--- config.mk ---
export PLATFORM = sky130hd
export DESIGN_NAME = content_scan_top
export DESIGN_NICKNAME = d
export VERILOG_FILES = /design/src/verilog/scan_pkg.sv /design/src/verilog/literal_dfa.sv /design/src/verilog/stream_context_scanner.sv /design/src/verilog/packet_framer.sv /design/src/verilog/content_scan_top.sv
export SDC_FILE = /design/constraint.sdc
export NUM_CORES = 1
export LEC_CHECK = 0
export BUFFER_PORTS_ARGS = -buffer_cell sky130_fd_sc_hd__clkbuf_2
export CORE_MARGIN = 3
export CORE_UTILIZATION = 50
export DETAILED_ROUTE_END_ITERATION = 16
export PLACE_DENSITY = 0.76
export SETUP_SLACK_MARGIN = 0.15
export SYNTH_ARGS = -nofsm -noshare
export SYNTH_HDL_FRONTEND = slang
export SYNTH_SLANG_ARGS = --single-unit
--- constraint.sdc ---
create_clock -name clk -period 4.22 [get_ports clk]
set_input_delay 0.211 -clock clk [delete_from_list [all_inputs] [get_ports clk]]
set_output_delay 0.211 -clock clk [all_outputs]
set_load 0.05 [all_outputs]
--- src/verilog/scan_pkg.sv ---
package scan_pkg;

   // Stream identifier width and the number of streams tracked
   localparam int STREAM_W = 6;
   localparam int NUM_STREAMS = 1 << STREAM_W;

   // One character per cycle on the byte path
   localparam int CHAR_W = 8;

   // Matcher state counts matched prefix characters
   // Wide enough for any pattern up to MAX_PAT_LEN
   localparam int STATE_W = 4;
   localparam int MAX_PAT_LEN = 8;

   // End-of-packet match counters
   localparam int COUNT_W = 16;

   // Patterns are right aligned in MAX_PAT_LEN bytes
   // First character sits in the highest used byte, as a string literal packs
   // Bytes above the pattern length are zero
   localparam logic [CHAR_W*MAX_PAT_LEN-1:0] PATTERN_A = "GET ";
   localparam int PATTERN_A_LEN = 4;

   // Second engine looks for a different literal
   localparam logic [CHAR_W*MAX_PAT_LEN-1:0] PATTERN_B = "evil";
   localparam int PATTERN_B_LEN = 4;

   // Engine enable vector, one bit per engine
   // Bit 0 feeds engine A, bit 1 feeds engine B
   localparam int NUM_ENGINES = 2;

   // Framer countdown from the last character to eop
   // Value loaded when the end marker leaves the byte pipeline
   localparam int EOP_DELAY = 2;

   // Countdown register width
   localparam int EOP_CNT_W = 2;

endpackage

--- src/verilog/literal_dfa.sv ---
module literal_dfa
   import scan_pkg::*;
#(
   parameter logic [CHAR_W*MAX_PAT_LEN-1:0] PATTERN = '0,
   parameter int PAT_LEN = 1
)
(
   input  logic               clk,
   input  logic               rst_n,
   input  logic [CHAR_W-1:0]  char_in,
   input  logic               char_vld,
   input  logic [STATE_W-1:0] state_in,
   input  logic               state_in_vld,
   output logic [STATE_W-1:0] state_out,
   output logic               accept
);

   // Pattern characters in matching order, index 0 is the first one
   logic [CHAR_W-1:0]  pat_chars [MAX_PAT_LEN];

   // Matched-prefix length
   logic [STATE_W-1:0] state_q;
   logic [STATE_W-1:0] state_d;

   // Character expected next for the current prefix
   logic [CHAR_W-1:0]  next_char;
   logic               match_next;
   logic               first_hit;
   logic               hit_last;

   // Unpack the right-aligned pattern into a character table
   for (genvar i = 0; i < MAX_PAT_LEN; i++)
   begin : g_pat
      if (i < PAT_LEN)
      begin : g_used
         assign pat_chars[i] = PATTERN[CHAR_W*(PAT_LEN-1-i) +: CHAR_W];
      end
      else
      begin : g_unused
         assign pat_chars[i] = '0;
      end
   end

   // Select the expected character by the current state
   always_comb
   begin
      next_char = '0;
      for (int i = 0; i < MAX_PAT_LEN; i++)
      begin
         if (state_q == STATE_W'(i))
            next_char = pat_chars[i];
      end
   end

   // Matching rule
   // A miss falls back to 1 only if the character restarts the pattern
   // This is exact because the first character never recurs in the string
   always_comb
   begin
      match_next = (char_in == next_char);
      first_hit  = (char_in == pat_chars[0]);
      hit_last   = match_next && (state_q == STATE_W'(PAT_LEN - 1));
      if (hit_last)
         state_d = '0;
      else if (match_next)
         state_d = state_q + STATE_W'(1);
      else if (first_hit)
         state_d = STATE_W'(1);
      else
         state_d = '0;
   end

   // State register and registered accept pulse
   always_ff @(posedge clk)
   begin
      if (!rst_n)
      begin
         state_q <= '0;
         accept  <= 1'b0;
      end
      else
      begin
         accept <= 1'b0;
         // Restore wins over a character in the same cycle
         if (state_in_vld)
            state_q <= state_in;
         else if (char_vld)
         begin
            state_q <= state_d;
            accept  <= hit_last;
         end
      end
   end

   assign state_out = state_q;

endmodule

--- src/verilog/stream_context_scanner.sv ---
module stream_context_scanner
   import scan_pkg::*;
#(
   parameter logic [CHAR_W*MAX_PAT_LEN-1:0] PATTERN = '0,
   parameter int PAT_LEN = 1
)
(
   input  logic                clk,
   input  logic                rst_n,
   input  logic                load_state,
   input  logic                new_stream,
   input  logic [STREAM_W-1:0] stream_id,
   input  logic [CHAR_W-1:0]   char_in,
   input  logic                char_vld,
   input  logic                eop,
   input  logic                enable,
   output logic [COUNT_W-1:0]  count,
   output logic                fired
);

   // Saved matcher state per stream
   logic [STATE_W-1:0] state_mem [NUM_STREAMS];

   // Restore path into the matcher
   logic [STATE_W-1:0] state_in;
   logic               state_in_vld;

   // Matcher outputs
   logic [STATE_W-1:0] state_out;
   logic               accept;

   // Sticky per-packet match flag
   logic               spec_match;

   // Save the live state at end of packet for enabled engines
   always_ff @(posedge clk)
   begin
      if (eop && enable)
         state_mem[stream_id] <= state_out;
   end

   // Restore register
   // New streams start from zero, others pick up their saved state
   always_ff @(posedge clk)
   begin
      if (load_state)
      begin
         if (new_stream)
            state_in <= '0;
         else
            state_in <= state_mem[stream_id];
      end
   end

   // One-cycle load strobe into the matcher
   always_ff @(posedge clk)
   begin
      if (!rst_n)
         state_in_vld <= 1'b0;
      else
         state_in_vld <= load_state;
   end

   // Match flag and count
   always_ff @(posedge clk)
   begin
      if (!rst_n)
      begin
         spec_match <= 1'b0;
         count      <= '0;
      end
      else
      begin
         // Cleared at the start of every packet
         if (load_state)
            spec_match <= 1'b0;

         // Any accept inside the packet sets it
         if (accept)
            spec_match <= 1'b1;

         // Finalize at end of packet
         if (eop)
         begin
            if (enable)
               count <= count + COUNT_W'(spec_match);
            else
               // Disabled engine reports nothing for this packet
               spec_match <= 1'b0;
         end
      end
   end

   assign fired = spec_match;

   literal_dfa #(
      .PATTERN (PATTERN),
      .PAT_LEN (PAT_LEN)
   ) dfa0 (
      .clk          (clk),
      .rst_n        (rst_n),
      .char_in      (char_in),
      .char_vld     (char_vld),
      .state_in     (state_in),
      .state_in_vld (state_in_vld),
      .state_out    (state_out),
      .accept       (accept)
   );

endmodule

--- src/verilog/packet_framer.sv ---
module packet_framer
   import scan_pkg::*;
(
   input  logic                   clk,
   input  logic                   rst_n,
   input  logic                   pkt_start,
   input  logic [STREAM_W-1:0]    stream_id_in,
   input  logic                   new_stream_in,
   input  logic [NUM_ENGINES-1:0] enable_in,
   input  logic                   byte_vld,
   input  logic [CHAR_W-1:0]      byte_in,
   input  logic                   pkt_end,
   output logic                   load_state,
   output logic [STREAM_W-1:0]    stream_id,
   output logic                   new_stream,
   output logic [NUM_ENGINES-1:0] enable,
   output logic                   char_vld,
   output logic [CHAR_W-1:0]      char_in,
   output logic                   eop,
   output logic                   pkt_done
);

   // First pipeline stage of the byte path
   logic                 vld_s1;
   logic [CHAR_W-1:0]    byte_s1;
   logic                 end_s1;

   // End marker aligned with the last char_vld
   logic                 end_s2;

   // Countdown from the last character to eop
   logic [EOP_CNT_W-1:0] eop_cnt;

   // Packet context, held until pkt_done
   always_ff @(posedge clk)
   begin
      if (pkt_start)
      begin
         stream_id  <= stream_id_in;
         new_stream <= new_stream_in;
      end
   end

   // Control strobes and the two-stage marker pipeline
   always_ff @(posedge clk)
   begin
      if (!rst_n)
      begin
         enable     <= '0;
         load_state <= 1'b0;
         vld_s1     <= 1'b0;
         end_s1     <= 1'b0;
         char_vld   <= 1'b0;
         end_s2     <= 1'b0;
      end
      else
      begin
         if (pkt_start)
            enable <= enable_in;
         // Load pulse one cycle after the start strobe
         load_state <= pkt_start;
         vld_s1     <= byte_vld;
         end_s1     <= byte_vld && pkt_end;
         char_vld   <= vld_s1;
         end_s2     <= end_s1;
      end
   end

   // Byte data follows the valid marker without reset
   always_ff @(posedge clk)
   begin
      byte_s1 <= byte_in;
      char_in <= byte_s1;
   end

   // eop three cycles after the last char_vld, done one cycle later
   always_ff @(posedge clk)
   begin
      if (!rst_n)
      begin
         eop_cnt  <= '0;
         eop      <= 1'b0;
         pkt_done <= 1'b0;
      end
      else
      begin
         eop      <= (eop_cnt == EOP_CNT_W'(1));
         pkt_done <= eop;
         if (end_s2)
            eop_cnt <= EOP_CNT_W'(EOP_DELAY);
         else if (eop_cnt != '0)
            eop_cnt <= eop_cnt - EOP_CNT_W'(1);
      end
   end

endmodule

--- src/verilog/content_scan_top.sv ---
module content_scan_top
   import scan_pkg::*;
(
   input  logic                   clk,
   input  logic                   rst_n,
   input  logic                   pkt_start,
   input  logic [STREAM_W-1:0]    stream_id,
   input  logic                   new_stream,
   input  logic [NUM_ENGINES-1:0] engine_enable,
   input  logic                   byte_vld,
   input  logic [CHAR_W-1:0]      byte_in,
   input  logic                   pkt_end,
   output logic                   pkt_done,
   output logic                   fired_a,
   output logic                   fired_b,
   output logic [COUNT_W-1:0]     count_a,
   output logic [COUNT_W-1:0]     count_b
);

   // Aligned packet signals shared by both engines
   logic                   fr_load_state;
   logic [STREAM_W-1:0]    fr_stream_id;
   logic                   fr_new_stream;
   logic [NUM_ENGINES-1:0] fr_enable;
   logic                   fr_char_vld;
   logic [CHAR_W-1:0]      fr_char_in;
   logic                   fr_eop;

   packet_framer framer0 (
      .clk           (clk),
      .rst_n         (rst_n),
      .pkt_start     (pkt_start),
      .stream_id_in  (stream_id),
      .new_stream_in (new_stream),
      .enable_in     (engine_enable),
      .byte_vld      (byte_vld),
      .byte_in       (byte_in),
      .pkt_end       (pkt_end),
      .load_state    (fr_load_state),
      .stream_id     (fr_stream_id),
      .new_stream    (fr_new_stream),
      .enable        (fr_enable),
      .char_vld      (fr_char_vld),
      .char_in       (fr_char_in),
      .eop           (fr_eop),
      .pkt_done      (pkt_done)
   );

   // Engine A on enable bit 0
   stream_context_scanner #(
      .PATTERN (PATTERN_A),
      .PAT_LEN (PATTERN_A_LEN)
   ) scan_a (
      .clk        (clk),
      .rst_n      (rst_n),
      .load_state (fr_load_state),
      .new_stream (fr_new_stream),
      .stream_id  (fr_stream_id),
      .char_in    (fr_char_in),
      .char_vld   (fr_char_vld),
      .eop        (fr_eop),
      .enable     (fr_enable[0]),
      .count      (count_a),
      .fired      (fired_a)
   );

   // Engine B on enable bit 1
   stream_context_scanner #(
      .PATTERN (PATTERN_B),
      .PAT_LEN (PATTERN_B_LEN)
   ) scan_b (
      .clk        (clk),
      .rst_n      (rst_n),
      .load_state (fr_load_state),
      .new_stream (fr_new_stream),
      .stream_id  (fr_stream_id),
      .char_in    (fr_char_in),
      .char_vld   (fr_char_vld),
      .eop        (fr_eop),
      .enable     (fr_enable[1]),
      .count      (count_b),
      .fired      (fired_b)
   );

endmodule

**Yosys cells after proc, flatten, opt, wreduce, memory -nomap -nowiden**

Memory sizes are Yosys's and may differ from the RTL's. A register that Yosys moved wholly into a read port is not among the register bits.
Cells that the tools add are included.
W data, S select, Z words.

- Output and inout port bits: 35
- Register bits after elaboration: 79
- Latch bits: 0
- Input port bits: 22
- Memories: 2
- RAM bits: 512
- Word-level logic and storage cells: 105
- Bits in read-only memories: 0

Memories:

| memory | words | bits a word | read ports | clocked after memory_dff | write ports | RTL line | text |
|---|---|---|---|---|---|---|---|
| scan_a.state_mem | 64 | 4 | 1 | 1 | 1 | stream_context_scanner.sv:22 | `logic [STATE_W-1:0] state_mem [NUM_STREAMS];` |
| scan_b.state_mem | 64 | 4 | 1 | 1 | 1 | stream_context_scanner.sv:22 |  |

- Multiplexer cells: 40
- Div/mod/pow operators: 0
- $mul: 0
- Bitwise operators: 2
- Add/sub/neg operators: 5
- Magnitude comparators: 0
- Shift-type cells: 0
- Reductions and logical operators: 14
- Equal/unequal tests: 19

Operators by type and width:

| operator | number |
|---|---|
| $mux W8 | 14 |
| $add A16 B1 Y16 | 2 |
| $eq A4 B3 Y1 const B | 8 |
| $mux W4 | 8 |
| $eq A4 B2 Y1 const B | 4 |
| $eq A8 B7 Y1 const B | 2 |
| $eq A8 B8 Y1 | 2 |
| $mux W1 | 14 |
| $mux W7 | 2 |
| $add A4 B1 Y4 const B | 2 |
| $eq A4 B1 Y1 const B | 2 |
| $logic_not A4 Y1 | 2 |
| $reduce_bool A2 Y1 | 3 |
| $logic_and A1 B1 Y1 | 5 |
| $mux W2 | 2 |
| $reduce_and A2 Y1 | 2 |
| $reduce_or A3 Y1 | 1 |
| $eq A2 B1 Y1 const B | 1 |
| $not A1 Y1 | 2 |
| $reduce_or A2 Y1 | 1 |
| $sub A2 B1 Y2 const B | 1 |

**Logic depth before layout (Yosys ltp)**

- Depth after elaboration: 14
- Mapped depth: 10

**Cells and area by module**

A second synthesis with hierarchy kept.

- Cell total of the unflattened synthesis: 1643
- Area total of the unflattened synthesis: 24652.4 um^2

Modules (own cells, without submodules):

| module | times used | area each (um^2) | cells each |
|---|---|---|---|
| stream_context_scanner at scan_b | 1 | 11407.2 | 734 |
| stream_context_scanner at scan_a | 1 | 11398.4 | 735 |
| packet_framer | 1 | 858.3 | 50 |
| literal_dfa at scan_b.dfa0 | 1 | 508.0 | 66 |
| literal_dfa at scan_a.dfa0 | 1 | 480.5 | 58 |

**Worst setup path before layout**

No wires, ideal clock.

- Path kind: flip-flop to flip-flop
- Start: register scan_a.dfa0.state_q[0] (netlist: scan_a.dfa0.state_out[0])
- End: register scan_a.dfa0.state_q[3] (netlist: scan_a.dfa0.state_out[3])
- Clock period less this slack: 3159 ps
- Cell stages (with the launch flop): 9
- Arrival time: 3084 ps
- Setup slack: 1061 ps
- Path through: dfxtp_1 > inv_1 > ha_1 > o21bai_1 > mux2_2 > o31ai_1 > o2111ai_1 > or4_1 > o22ai_1

- Word-level cells in the longest chain between the ends: 14
- Elaborated cells between the ends (all ways): 23
- Classes of those cells: 1 x add/sub; 8 x eq/ne; 12 x mux; 2 x reduce/logical

RTL lines:

| element | RTL line | text |
|---|---|---|
| start: declaration | literal_dfa.sv:22 | `logic [STATE_W-1:0] state_q;` |
| start signal: assignment | literal_dfa.sv:86 | `state_q <= state_in;` |
| start signal: assignment | literal_dfa.sv:89 | `state_q <= state_d;` |
| $logic_not A4 Y1 | literal_dfa.sv:50 | `if (state_q == STATE_W'(i))` |
| $mux W7 | literal_dfa.sv:50 |  |
| $mux W8 (7 in a row) | literal_dfa.sv:50 |  |
| $eq A8 B8 Y1 | literal_dfa.sv:60 | `match_next = (char_in == next_char);` |
| $mux W4 / $logic_and A1 B1 Y1 (equally long branches) | literal_dfa.sv:65, literal_dfa.sv:62 |  |
| $mux W4 (*) | literal_dfa.sv:63 | `if (hit_last)` |
| $mux W4 (*) | literal_dfa.sv:87 | `else if (char_vld)` |
| $mux W4 (*) | literal_dfa.sv:85 | `if (state_in_vld)` |

Every way passes the cells marked *; elsewhere a longest branch is shown, timed or not. The select of a mux whose other input is x is not followed.
A chain may end at the register's enable or synchronous reset.

**Final worst setup path**

- Start: register framer0.stream_id[0]
- End: memory scan_a.state_mem[49][3], enable pin

RTL lines:

| element | RTL line | text |
|---|---|---|
| start: declaration | packet_framer.sv:14 | `output logic [STREAM_W-1:0] stream_id,` |
| start signal: assignment | packet_framer.sv:39 | `stream_id <= stream_id_in;` |
| end: declaration | stream_context_scanner.sv:22 |  |

Straight into the memory's write port.

==> results.json <==
{
  "setup_ws_ns": 1.20,
  "track_usage_pct": 22.9,
  "routed_wl_um": 58000,
  "status": "finished clean",
  "cts_buffers": 57,
  "die-area_um2": 50300,
  "cts_tree": "yes",
  "synth_cells": 1509,
  "initial_core_util_pct": 50.8,
  "crit_end": "scan_a.state_mem[49][3]",
  "reg2reg_depth": 5,
  "crit_path_end_kind": "flop",
  "ant_nets": 0,
  "drc": 0,
  "path_clk_slew_ns": 0.07,
  "grt_max_degree": 71,
  "synthFlopType": "edfxtp_1",
  "clock-skew-final_ns": 0.0198,
  "synth-warning-count": 0,
  "io_buffer_count": 56,
  "avgRoutedWirePerCell_um": 25.8,
  "grt-ovfl-total": 0,
  "antenna_found_initial": 0,
  "hold_violations": 0,
  "viasPerCell": 6.28,
  "synth_cell_types": 64,
  "fin_area_um2": 26900,
  "post_route_cells_drive_above_1_share_pct": 16.4,
  "synth_area_um2": 23800,
  "syn_avg_cell_area_um2": 15.8,
  "cts_setup_buffers": 0,
  "die_x_um": 224,
  "async_flop_share_pct": 0,
  "rsz0062_at_grt": "no",
  "finalCritPeriodShare_pct": 71.6,
  "crit_path_start_kind": "flop",
  "syn_to_final_growth_pct": 12.8,
  "setup_tns_ns": 0,
  "ios": 57,
  "row_count": 79,
  "gp_congestion": 0.922,
  "tightestPinTransition_ns": 1.27,
  "grt_pass1_vias": 13800,
  "maxSlewViolCount": 0,
  "root_buffer": "clkbuf_16",
  "p_total_mw": 12.3,
  "arrival_ns": 3.27,
  "hold_class": "in -> reg",
  "final_util_pct": 57.3,
  "grt_first_pass_wirelength_um": 87000,
  "yosysSeqAreaShare_pct": 72.5,
  "p_per_area_nw_per_um2": 459,
  "diodes": 0,
  "clock_sinks": 599,
  "path_delay_family": "simple AND/OR/NAND/NOR gates",
  "irDropWorstVdd_mv": 0.361,
  "path_depth": 5,
  "synth_seq_cells": 599,
  "cp_max_fo": 22,
  "cp_num_buf_inv": 1,
  "max_slew_margin_pct": 15.1,
  "setup_viol": 0,
  "cap_viol_max_count": 0,
  "pre_cts_ws_ns": 1.31,
  "crit_chain": "buf_4 -> nand2b_1 -> nor2_1 -> nand2_1 -> nor2_1",
  "reg2reg_from": "framer0.stream_id[0]",
  "path_class": "reg -> reg",
  "cp-startpoint": "framer0.stream_id[0]",
  "clk_latency_ns": 0.60,
  "synth_edf_count": 527,
  "slowest_delay_ns": 0.54,
  "crit_top_cell": "nor2_1",
  "worst_ep_required_time_ns": 4.46,
  "first_iter_violations": 2060,
  "period_minus_slack_ns": 3.02,
  "drt_first_pass_iters": 6,
  "dpl.hpwl_um": 36200,
  "cts_max_level": 2,
  "clock.fmax_ghz": 0.331,
  "clockBufferDepth": 3,
  "placed_area_um2": 24800,
  "core_area_um2": 46900,
  "reg2reg_to": "scan_a.state_mem[49][3]",
  "r2r_slack_ns": 1.20,
  "leakage_nw": 8.99,
  "layout.nets": 1628,
  "die_h_um": 224,
  "via_count": 14100,
  "slowest_stage": "nand2_1",
  "synth_nets": 1543
}
==> per-stage QoR <==
step           cells  hold WS, ns
2_1_floorplan   1509        0.239
3_3_place_gp    2120        0.315
3_5_place_dp    2120        0.314
4_1_cts         2247        0.111
5_1_grt         2247        0.146
6_report        2247        0.158
==> synthesized netlist by cell type (3+ instances only) <==
cell type  instances  area, um2
edfxtp_1         527      15800
a22o_1             4       35.0
ha_1              12        150
mux4_2            54       1220
nand4_1            9       56.3
nand2b_1           9       56.3
and2_1            10       62.6
a211oi_1           4       30.0
or3_1              9       56.3
a21oi_1           46        230
o22ai_1           21        131
buf_1              4       15.0
nor3_1            15       75.1
o31ai_1            5       37.5
mux2_2            23        259
dfxtp_1           72       1440
o21ai_0           25        125
nand3b_1           4       30.0
nor3b_1            9       67.6
mux2i_1          102       1020
and3_1             5       31.3
buf_4              3       22.5
nor2b_1           12       75.1
buf_2             30        150
a32o_1             4       40.0
nand3_1           33        165
clkbuf_1          47        176
inv_1             16       60.1
or2_2              3       18.8
nand2_1           40        150
and4_1             3       26.3
nor2_1           204        766
xor2_1            22        193
a22oi_1           44        330
a221oi_1          26        228
a31oi_1            7       43.8
o211ai_1           4       30.0
xnor2_1           10       87.6
==> area by class of cell <==
class                   count  area, um2
multi-input cells         809       6130
flip-flops and latches    599      17300
inverters                  17       63.8
repair buffers            110        753
well taps                 607        759
fillers                  3503      20000
clock inverters            36        395
clock buffers              69       1490
==> metal layers <==
metal	part of all wire [%]	global-route usage, %	vias up
li1	-	-	6029
met1	38	32.3	6927
met2	46	34.9	981
met3	11	4.72	184
met4	4.8	10.6	0
met5	0	0	-
==> timing repair <==
| action | in CTS | in global routing |
|---|---|---|
| endpoints found under the hold margin | 25 | 0 |
| hold buffers | 22 | 0 |
| resized for setup | 0 | 0 |
==> sequential cells by signal, summed over array words and instances, names as in the netlist, 6 cells and up <==
signal	cells
scan_a.state_mem	256
scan_b.state_mem	256
scan_a.count	16
scan_b.count	16
framer0.byte_s1	8
framer0.char_in	8
framer0.stream_id	6
==> logic make-up (layout without fill, tap and decap cells) <==
logic type,Yosys count,in the layout,share of synthesized area (%)
flops,599,599,72.5
simple gates,376,376,7.26
compound gates,210,210,6.17
mux,179,179,10.5
buf+inv,101,232,1.80
xor+xnor,32,32,1.18
fa+ha+maj,12,12,0.630
==> report_power, final <==
part / internal, mW / switching, mW
Combinational: 0.266 / 0.463
Clock: 3.01 / 2.14
Sequential: 6.42 / 0.0364
Total: 9.69 / 2.64
==> placed cells by master, fill, tap and decap left out, types with 5 or more instances in the layout <==
cell type and n:
or3_1 9, clkinv_2 11, clkbuf_1 11, dfxtp_2 8
a221oi_1 26, nor3b_1 9, nor2_1 203, nand2b_1 9
nand4_1 9, and2_1 10, inv_1 16, o22ai_1 21
mux4_2 54, dfxtp_1 64, o21ai_0 25, xnor2_1 10
nand3_1 33, bufinv_16 8, dlygate4sd3_1 22, clkbuf_2 56
edfxtp_1 527, a21oi_1 46, xor2_1 22, mux2_2 23
nor3_1 15, o31ai_1 5, a22oi_1 44, nor2b_1 12
and3_1 5, nand2_1 40, a31oi_1 7, clkinv_1 10
ha_1 12, mux2i_1 102, buf_4 31, clkbuf_16 58
==> worst min path at each step <==
| stage | from | cells past startpoint | slack, ns | end |
|---|---|---|---|---|
| final | pkt_start | 1 | 0.16 | framer0.stream_id[1] |
| after floorplan | byte_in[0] | 0 | 0.24 | framer0.byte_s1[0] |
| after CTS | pkt_start | 1 | 0.11 | framer0.stream_id[1] |
| after global routing | pkt_start | 1 | 0.15 | framer0.stream_id[4] |
| after detailed placement | framer0.byte_s1[5] | 0 | 0.31 | framer0.char_in[5] |
| after global placement | byte_in[4] | 1 | 0.32 | framer0.byte_s1[4] |
(Power assumes the default switching activity.)
